[config.mk]
export PLATFORM = sky130hd
export DESIGN_NAME = ecc_110_cal
export DESIGN_NICKNAME = d
export VERILOG_FILES = /design/src/source/ecc_110_pkg.sv /design/src/source/secd_check_stage.sv /design/src/source/secd_syndrome_decode.sv /design/src/source/secd_corrector.sv /design/src/source/ecc_110_cal.sv
export SDC_FILE = /design/constraint.sdc
export NUM_CORES = 1
export LEC_CHECK = 0
export BUFFER_PORTS_ARGS = -buffer_cell sky130_fd_sc_hd__clkbuf_2
export CORE_AREA = 4 4 166 168
export DETAILED_ROUTE_END_ITERATION = 8
export DIE_AREA = 0 0 170 172
export PLACE_DENSITY_LB_ADDON = 0.05
export SYNTH_ARGS = -nofsm -noshare
export SYNTH_HDL_FRONTEND = slang
export SYNTH_SLANG_ARGS = --single-unit
[constraint.sdc]
create_clock -name clk -period 5.5 [get_ports clk]
set_input_delay 0.275 -clock clk [delete_from_list [all_inputs] [get_ports clk]]
set_output_delay 0.275 -clock clk [all_outputs]
set_load 0.1 [all_outputs]
[src/source/ecc_110_pkg.sv]
`default_nettype none

package ecc_110_pkg;

    // **************************************************
    // code dimensions
    // **************************************************

    // check bits: 7 hamming bits plus one overall parity bit.
    localparam int CHECK_WIDTH = 8;

    localparam int POS_WIDTH = 7;

    // positions 3..127 that are not powers of two.
    localparam int MAX_DATA_WIDTH = 120;

    typedef logic [CHECK_WIDTH-1:0] check_t;

    // the syndrome word is read two ways.
    // raw is tested for zero / one-hot, split locates a data bit.
    typedef union packed {
        logic [CHECK_WIDTH-1:0] raw;
        struct packed {
            logic                 balance;
            logic [POS_WIDTH-1:0] pos;
        } split;
    } syndrome_t;

    // **************************************************
    // coding rule
    // **************************************************

    // hamming position of data bit index.
    // data bits skip the power-of-two positions used by the check bits.
    function automatic logic [POS_WIDTH-1:0] data_position(input int unsigned index);
        int unsigned seen;

        data_position = '0;
        seen = 0;
        for (int unsigned p = 3; p < (1 << POS_WIDTH); p++) begin
            if ((p & (p - 1)) != 0) begin
                if (seen == index) begin
                    data_position = POS_WIDTH'(p);
                end
                seen++;
            end
        end
    endfunction

    // full column of data bit index.
    // top bit evens out the weight so every column is odd.
    function automatic check_t data_column(input int unsigned index);
        logic [POS_WIDTH-1:0] pos;

        pos = data_position(index);
        data_column = {~^pos, pos};
    endfunction

endpackage

`default_nettype wire

[src/source/secd_check_stage.sv]
`timescale 1ns/1ps
`default_nettype none

module secd_check_stage #(
    parameter int DATA_WIDTH = 110
) (
    input  wire                        clk,
    input  wire                        arst_n,
    input  wire                        in_valid,
    input  wire [DATA_WIDTH-1:0]       data_in,
    input  wire ecc_110_pkg::check_t   parity_in,
    input  wire                        bypass,
    output logic                       s1_valid,
    output logic [DATA_WIDTH-1:0]      s1_data,
    output ecc_110_pkg::check_t        s1_check,
    output ecc_110_pkg::syndrome_t     s1_syndrome,
    output logic                       s1_bypass
);

    ecc_110_pkg::check_t    col_term [DATA_WIDTH];
    ecc_110_pkg::check_t    check_bits;
    ecc_110_pkg::syndrome_t syndrome;

    // **************************************************
    // check-bit generation
    // **************************************************

    // each data bit contributes its column when set.
    for (genvar i = 0; i < DATA_WIDTH; i++) begin : g_col
        localparam ecc_110_pkg::check_t COL = ecc_110_pkg::data_column(i);

        assign col_term[i] = data_in[i] ? COL : '0;
    end

    always_comb begin
        check_bits = '0;
        for (int i = 0; i < DATA_WIDTH; i++) begin
            check_bits = check_bits ^ col_term[i];
        end
    end

    // mismatch against what arrived with the word.
    assign syndrome.raw = check_bits ^ parity_in;

    // **************************************************
    // stage register
    // **************************************************

    always_ff @(posedge clk or negedge arst_n) begin
        if (!arst_n) begin
            s1_valid    <= 1'b0;
            s1_bypass   <= 1'b0;
            s1_data     <= '0;
            s1_check    <= '0;
            s1_syndrome <= '0;
        end else begin
            s1_valid <= in_valid;
            if (in_valid) begin
                s1_bypass   <= bypass;
                s1_data     <= data_in;
                s1_check    <= check_bits;
                s1_syndrome <= syndrome;
            end
        end
    end

    // larger widths would run past position 127.
    initial begin
        assert (DATA_WIDTH >= 1 && DATA_WIDTH <= ecc_110_pkg::MAX_DATA_WIDTH)
        else $fatal(1, "secd_check_stage: DATA_WIDTH %0d out of range", DATA_WIDTH);
    end

endmodule

`default_nettype wire

[src/source/secd_syndrome_decode.sv]
`timescale 1ns/1ps
`default_nettype none

module secd_syndrome_decode #(
    parameter int DATA_WIDTH = 110
) (
    input  wire ecc_110_pkg::syndrome_t syndrome,
    output logic [DATA_WIDTH-1:0]       mask,
    output logic                        single_err,
    output logic                        double_err
);

    logic [DATA_WIDTH-1:0] pos_hit;
    logic                  syn_zero;
    logic                  syn_one_hot;
    logic                  data_hit;

    // **************************************************
    // data bit location
    // **************************************************

    // the position field picks a candidate bit.
    // the balance bit must then agree with that column.
    for (genvar i = 0; i < DATA_WIDTH; i++) begin : g_loc
        localparam ecc_110_pkg::check_t COL = ecc_110_pkg::data_column(i);

        assign pos_hit[i] = (syndrome.split.pos == COL[ecc_110_pkg::POS_WIDTH-1:0]);
        assign mask[i]    = pos_hit[i] && (syndrome.split.balance == COL[7]);
    end

    assign data_hit = |mask;

    // **************************************************
    // error classification
    // **************************************************

    assign syn_zero = (syndrome.raw == '0);

    // a lone set bit means one of the check bits flipped.
    assign syn_one_hot = !syn_zero &&
                         ((syndrome.raw & (syndrome.raw - 8'd1)) == 8'd0);

    assign single_err = syn_one_hot || data_hit;

    // even weight or an unused position.
    assign double_err = !syn_zero && !single_err;

    // columns are distinct and odd, so at most one can match.
    // an even, nonzero syndrome is never taken for a single error.
    always_comb begin
        assert #0 (syn_zero || (^syndrome.raw) || double_err)
        else $error("secd_syndrome_decode: even syndrome not flagged as double error");
        assert #0 ($onehot0(mask))
        else $error("secd_syndrome_decode: more than one mask bit set");
    end

endmodule

`default_nettype wire

[src/source/secd_corrector.sv]
`timescale 1ns/1ps
`default_nettype none

module secd_corrector #(
    parameter int DATA_WIDTH = 110
) (
    input  wire                        clk,
    input  wire                        arst_n,
    input  wire                        s1_valid,
    input  wire [DATA_WIDTH-1:0]       s1_data,
    input  wire ecc_110_pkg::check_t   s1_check,
    input  wire                        s1_bypass,
    input  wire [DATA_WIDTH-1:0]       mask,
    input  wire                        single_err,
    input  wire                        double_err,
    output logic                       out_valid,
    output logic [DATA_WIDTH-1:0]      data_out,
    output ecc_110_pkg::check_t        parity_out,
    output logic                       sbit_err,
    output logic                       dbit_err
);

    logic                  flag_en;
    logic [DATA_WIDTH-1:0] fixed_data;

    // flags only count for a live, checked word.
    assign flag_en = s1_valid && !s1_bypass;

    // mask is zero unless one data bit was located.
    assign fixed_data = s1_bypass ? s1_data : (s1_data ^ mask);

    // **************************************************
    // output register
    // **************************************************

    always_ff @(posedge clk or negedge arst_n) begin
        if (!arst_n) begin
            out_valid  <= 1'b0;
            sbit_err   <= 1'b0;
            dbit_err   <= 1'b0;
            data_out   <= '0;
            parity_out <= '0;
        end else begin
            out_valid <= s1_valid;
            sbit_err  <= flag_en && single_err;
            dbit_err  <= flag_en && double_err;
            if (s1_valid) begin
                data_out   <= fixed_data;
                parity_out <= s1_check;
            end
        end
    end

    // a corrected data bit always comes with a single error.
    a_mask_needs_single: assert property (
        @(posedge clk) disable iff (!arst_n)
        (s1_valid && (mask != '0)) |-> (single_err && !double_err)
    ) else $error("secd_corrector: data bit corrected without a single error flag");

endmodule

`default_nettype wire

[src/source/ecc_110_cal.sv]
`timescale 1ns/1ps
`default_nettype none

module ecc_110_cal #(
    parameter int DATA_WIDTH = 110
) (
    input  wire                        clk,
    input  wire                        arst_n,

    input  wire                        in_valid,
    input  wire [DATA_WIDTH-1:0]       data_in,
    input  wire ecc_110_pkg::check_t   parity_in,
    input  wire                        bypass,

    output logic                       out_valid,
    output logic [DATA_WIDTH-1:0]      data_out,
    output ecc_110_pkg::check_t        parity_out,
    output logic                       sbit_err,
    output logic                       dbit_err
);

    // **************************************************
    // stage 1 to stage 2
    // **************************************************

    logic                   s1_valid;
    logic [DATA_WIDTH-1:0]  s1_data;
    ecc_110_pkg::check_t    s1_check;
    ecc_110_pkg::syndrome_t s1_syndrome;
    logic                   s1_bypass;

    // decoder results, same cycle as stage 1 outputs.
    logic [DATA_WIDTH-1:0]  mask;
    logic                   single_err;
    logic                   double_err;

    // **************************************************
    // pipeline
    // **************************************************

    secd_check_stage #(
        .DATA_WIDTH (DATA_WIDTH)
    ) u_check_stage (
        .clk         (clk),
        .arst_n      (arst_n),
        .in_valid    (in_valid),
        .data_in     (data_in),
        .parity_in   (parity_in),
        .bypass      (bypass),
        .s1_valid    (s1_valid),
        .s1_data     (s1_data),
        .s1_check    (s1_check),
        .s1_syndrome (s1_syndrome),
        .s1_bypass   (s1_bypass)
    );

    // combinational, between the two register stages.
    secd_syndrome_decode #(
        .DATA_WIDTH (DATA_WIDTH)
    ) u_syndrome_decode (
        .syndrome   (s1_syndrome),
        .mask       (mask),
        .single_err (single_err),
        .double_err (double_err)
    );

    secd_corrector #(
        .DATA_WIDTH (DATA_WIDTH)
    ) u_corrector (
        .clk        (clk),
        .arst_n     (arst_n),
        .s1_valid   (s1_valid),
        .s1_data    (s1_data),
        .s1_check   (s1_check),
        .s1_bypass  (s1_bypass),
        .mask       (mask),
        .single_err (single_err),
        .double_err (double_err),
        .out_valid  (out_valid),
        .data_out   (data_out),
        .parity_out (parity_out),
        .sbit_err   (sbit_err),
        .dbit_err   (dbit_err)
    );

endmodule

`default_nettype wire

; ---- After elaboration in Yosys (flattened, before gate mapping)
; Cells that the tools add are included.
[classes]
add_sub_neg = 1
eq_ne = 110
muxes = 111
n_bitwise = 113
n_reduce_logical = 122
[op_table]
columns = operator, count
row1 = 8-bit bitwise XOR, 110
row2 = 8-bit 2-to-1 mux, 58
row3 = "7-bit equality test, second input constant", 53
row4 = "7-bit by 6-bit equality test with 1-bit output, second input constant", 31
row5 = 7-bit 2-to-1 mux, 26
row6 = 1-bit logical AND, 115
row7 = 110-bit 2-to-1 mux, 1
row8 = 110-bit OR reduction, 1
row9 = 110-bit bitwise XOR, 1
row10 = "7-bit by 5-bit equality test with 1-bit output, second input constant", 15
row11 = 6-bit 2-to-1 mux, 15
row12 = "7-bit by 4-bit equality test with 1-bit output, second input constant", 7
row13 = 5-bit 2-to-1 mux, 7
row14 = "7-bit by 3-bit equality test with 1-bit output, second input constant", 3
row15 = 8-bit zero test, 2
row16 = 4-bit 2-to-1 mux, 3
row17 = 8-bit bitwise AND, 1
row18 = "8-bit by 1-bit subtractor with 8-bit output, second input constant", 1
row19 = "7-bit by 2-bit equality test with 1-bit output, second input constant", 1
row20 = 1-bit zero test, 3
row21 = 3-bit 2-to-1 mux, 1
row22 = 1-bit logical OR, 1
row23 = 1-bit inverter, 1
[word_totals]
reg_bits = 249

; ---- Logic depth before layout (Yosys ltp)
[depth]
word_depth = 111
ltp_mapped = 10

; ---- Modules after synthesis
; Synthesis repeated with hierarchy kept, for this count alone.
[hier_totals]
hier_cells = 1562
hier_area_um2 = 17210.3
[by_module_without_submodules]
columns = mod, instances, cells_each, area_each_um2
row1 = secd_corrector, 1, 742, 7998.9
row2 = secd_check_stage, 1, 476, 7304.5
row3 = secd_syndrome_decode, 1, 344, 1906.8

; ---- Worst setup path before layout
; Ideal clock, no wire load.
[synth_path]
path_type = input-to-reg
from = input data_in[25]
to = register u_check_stage.s1_syndrome[1] (netlist name)
setup_ps = 125
arrival_time_ps = 2193
t_required_ps = 5375
path_slack_ps = 3183
stages = 7
n_path_buf = 0
cell_sequence = xor2_1 -> xnor3_1 -> xnor2_2 -> xnor3_1 -> xnor3_2 -> xor3_1 -> mux2_2
[synth_between]
elab_chain_len = 87
[synth_rtl]
columns = item, line
row1 = "start, declared", ecc_110_cal.sv:11  ; input wire [DATA_WIDTH-1:0] data_in,
row2 = 5-bit 2-to-1 mux, secd_check_stage.sv:32  ; assign col_term[i] = data_in[i] ? COL : '0;
row3 = 8-bit bitwise XOR (85 in series), secd_check_stage.sv:38  ; check_bits = check_bits ^ col_term[i];
row4 = 8-bit bitwise XOR, secd_check_stage.sv:43  ; assign syndrome.raw = check_bits ^ parity_in;
row5 = "end signal, assigned", secd_check_stage.sv:62  ; s1_syndrome <= syndrome;
row6 = "end, declared", secd_check_stage.sv:16  ; output ecc_110_pkg::syndrome_t s1_syndrome,
; Every way passes these cells.
; A chain may end at the register's enable or synchronous reset.

; ---- Final worst setup path
[layout_path]
from = register u_check_stage.s1_syndrome[7] (netlist name)
to = register u_corrector.dbit_err
[layout_between]
elab_chain_len = 8
[layout_rtl]
columns = item, line
row1 = 8-bit by 1-bit subtractor with 8-bit output, secd_syndrome_decode.sv:41  ; ((syndrome.raw & (syndrome.raw - 8'd1)) == 8'd0);
row2 = 8-bit bitwise AND, secd_syndrome_decode.sv:41
row3 = 8-bit zero test, secd_syndrome_decode.sv:41
row4 = 1-bit logical AND, secd_syndrome_decode.sv:40  ; assign syn_one_hot = !syn_zero &&
row5 = 1-bit logical OR, secd_syndrome_decode.sv:43  ; assign single_err = syn_one_hot || data_hit;
row6 = 1-bit zero test, secd_syndrome_decode.sv:46  ; assign double_err = !syn_zero && !single_err;
row7 = 1-bit logical AND *, secd_syndrome_decode.sv:46
row8 = 1-bit logical AND *, secd_corrector.sv:46  ; dbit_err <= flag_en && double_err;
row9 = "end signal, assigned", secd_corrector.sv:46
row10 = "end, declared", secd_corrector.sv:20  ; output logic dbit_err
; Every way passes the cells marked *; elsewhere a longest branch is shown, timed or not.

==> qor.txt <==
Run status - complete, but fails checks
Violated checks - design-rule violations
Final HPWL DP - 36,090 microns
Final Hold Vio Count - 0
Critical-path top delay cell - dfrtp_1
Worst path arrival time - 3.40 ns
GRT Total Usage - 0.3217
Switching share of power - 0.4584
CTS tree - done
Grt total ovfl - 0
Net Count, Synth - 1,501
Post-synth ARST share - 1.000
Post-layout util - 0.6482
Row count - 59
Area growth syn-to-layout - 16.91%
Yosys top cell by area - dfrtp_1
Most frequent cells in the layout - 248 x dfrtp_1, 240 x clkbuf_2, 207 x nor2_1
Xor-xnor portion of the synthesized cell area - 0.2453
Worst-path clk slew - 0.07 ns
WHS Endpoint - u_check_stage.s1_data[88]
Register area - 6235 sq um
Met2 GRT Util - 0.4999
Number of global-route vias before repair - 11,046
Synth Warn # - 0
DR vias/cell - 5.818
Synth Register Bits - 249
Die span in x - 170 microns
Clock share of power - 0.213
Gr busiest metal - met2
Iteration count of the initial detailed-routing pass - 7
Core Footprint - 25,910 sq um
Crit path buffers/inverters - 1
Largest net degree at the start of global routing - 152
Worst Setup Start Kind - register
Routed wire per std cell - 24.59 microns
Post-synthesis adder-cell area fraction - 0
Mapped Area - 14,370 sq um
Min-Delay Startpoint - data_in[88]
Worst-case clock buffer depth - 3
Iteration-0 DRC Markers - 972
Synth Area in Simple Gates - 0.1202
Hold depth - 2
RR Endpoint - u_corrector.dbit_err
Met1 usage - 0.4648
Syn Area/Cell - 10.42 sq um
Setup TNS Final - 0 ns
First-pass GRT wire length - 70,280 microns
Hold Crit Class - in2reg
Psw - 4.005 mW
Leakage power figure - 7.091 nW
RSZ-0062 raised after global routing - false
Worst r2r src - u_check_stage.s1_syndrome[7]
Cell variety after synth - 62
Synth top area cells - dfrtp_1 43%, xnor2_1 12%, mux2_2 10%
Initial Util - 0.5544
Compound-Gate Fraction of Synth Area - 0.07455
CP required - 5.89 ns
CTS sink cnt - 249
Die area - 29,240 sq um
Final Cycle Share - 0.5473
Worst VDD drop - 0.3935 mV
Proportion of layout cells with a drive suffix above 1 - 0.2731
Register-to-Register Path Depth - 8
Seq pwr share - 0.272
Chip Height - 172 microns
IO Pins - 243
EDFF count, synth - 0
Max Cap Violations - 0
FILL cells - 2,141
Multi-input gate area - 7791 sq um
Largest family of logic cells by synthesized area - XOR/XNOR gates
Post-synthesis mux area share - 0.1023
H-Tree Depth - 1
Port Buffers - 242
Crit path time final - 3.010 ns
Slew headroom - 0.1522
Worst Path Class, Setup - reg2reg
Num CTS Buffers - 27
CP endpoint kind - register
Area share of the largest cell type after synthesis - 0.4337
Worst slew pin tran - 1.262 ns
Leading cell type in the layout, fill and taps excluded - dfrtp_1
Setup Viol. Count Final - 0
Power Density - 520.2 nW/um^2
Pins over their slew limit - 0
Seq/Total Area, Yosys - 0.4337
Synthesized netlist cell count - 1,379
Initial antenna violation count - 2
Post-CTS Setup Bufs - 0
R2R setup slack - 2.49 ns
Max incr delay on CP - 0.76 ns
Fin nets - 1,712
Post-CTS Hold Buffers - 6
Antenna Violating Nets Remaining - 0
Clock Skew - 0.02755 ns
Combinational share of power - 0.515
CTS root buf - clkbuf_16
Crit path max fanout - 26
Internal - 4.732 mW
CTS-repair resized insts - 0
Residual DRC - 1
Worst-Skew Late Latency - 0.55 ns
Final wirelength - 47,900 microns
Via Count - 11,333
Fmax - 0.3322 GHz
Largest delay share family, worst path - compound AO/OA/AOI/OAI gates
GRT met3 Usage - 0.06516
Crit path cell chain - buf_4 > xnor2_1 > nor2_1 > o21a_1 > o31ai_1 > a311oi_1 > a2111o_1 > a2111oi_0
Ys flop type - dfrtp_1
GPL Wtd Cong - 1.015
## area by class of cell
class,count,area share
Multi-Input combinational cell,1045,0.4639
Sequential cell,249,0.3712
Timing Repair Buffer,260,0.08328
Clock buffer,38,0.04566
Tap cell,335,0.02496
Clock inverter,12,0.009163
Inverter,7,0.001564
Antenna cell,2,0.0002980
## worst max-delay path by stage
stage                                 startpoint  slack [ns]  cells after the start                           end
finish              u_check_stage.s1_syndrome[7]        2.49                      8          u_corrector.dbit_err
global route        u_check_stage.s1_syndrome[7]        2.27                      8          u_corrector.dbit_err
CTS                 u_check_stage.s1_syndrome[7]        2.52                      8          u_corrector.dbit_err
detailed placement  u_check_stage.s1_syndrome[7]        2.59                      8          u_corrector.dbit_err
global placement    u_check_stage.s1_syndrome[7]        2.60                      8          u_corrector.dbit_err
floorplan                            data_in[25]        3.18                      7  u_check_stage.s1_syndrome[1]
## per-layer routing
layer	vias to the layer above	routed length [microns]
li1	5070	-
met5	-	27
met2	559	21910
met3	94	4514
met1	5606	20090
met4	4	1365
## power by group through the flow
stage / sequential, mW / combinational [mW] / clock (mW)
2_1_floorplan: 3.35 / 2.40 / 0
3_3_place_gp: 2.39 / 4.44 / 0
3_5_place_dp: 2.40 / 4.45 / 0
4_1_cts: 2.37 / 4.47 / 1.89
5_1_grt: 2.41 / 4.72 / 1.96
6_report: 2.37 / 4.50 / 1.86
## sequential cells by signal, summed over array words and instances, names as in the netlist
name,cells
u_check_stage.s1_data,110
u_corrector.data_out,110
u_check_stage.s1_check,8
u_check_stage.s1_syndrome,8
u_corrector.parity_out,8
u_check_stage.s1_bypass,1
u_check_stage.s1_valid,1
u_corrector.dbit_err,1
u_corrector.out_valid,1
u_corrector.sbit_err,1
## Yosys cell counts, types with 10 or more instances
master	number
mux2_2	127
xnor3_1	32
xor2_1	87
nand4_1	10
a21oi_1	131
dfrtp_1	249
buf_2	20
nand3_1	16
xnor2_1	202
nor3_1	20
nand2_1	87
nand2b_1	19
nor2b_1	10
clkbuf_1	52
nor2_1	207
## metrics by stage
stage | worst slack (ns) | instance area [sq um] | hold WS [ns] | instances | power, mW
finish | 2.490 | 16800 | 0.01831 | 1948 | 8.737
global placement | 2.598 | 15810 | 0.3450 | 1890 | 6.835
CTS | 2.519 | 16790 | 0.0003365 | 1946 | 8.731
floorplan | 3.183 | 14370 | -0.02059 | 1379 | 5.752
global route | 2.274 | 16790 | 0.02380 | 1946 | 9.088
detailed placement | 2.592 | 15810 | 0.3427 | 1890 | 6.845
## cell families (layout without fill, tap and decap cells)
group,count (synthesis),in the layout
flip-flops,249,249
AND/OR/NAND/NOR,397,397
multiplexers,131,131
buffers and inverters,85,317
other,0,2
AO/OA/AOI/OAI,183,183
XOR/XNOR,334,334
No activity file was read; power rests on OpenSTA's default activity.
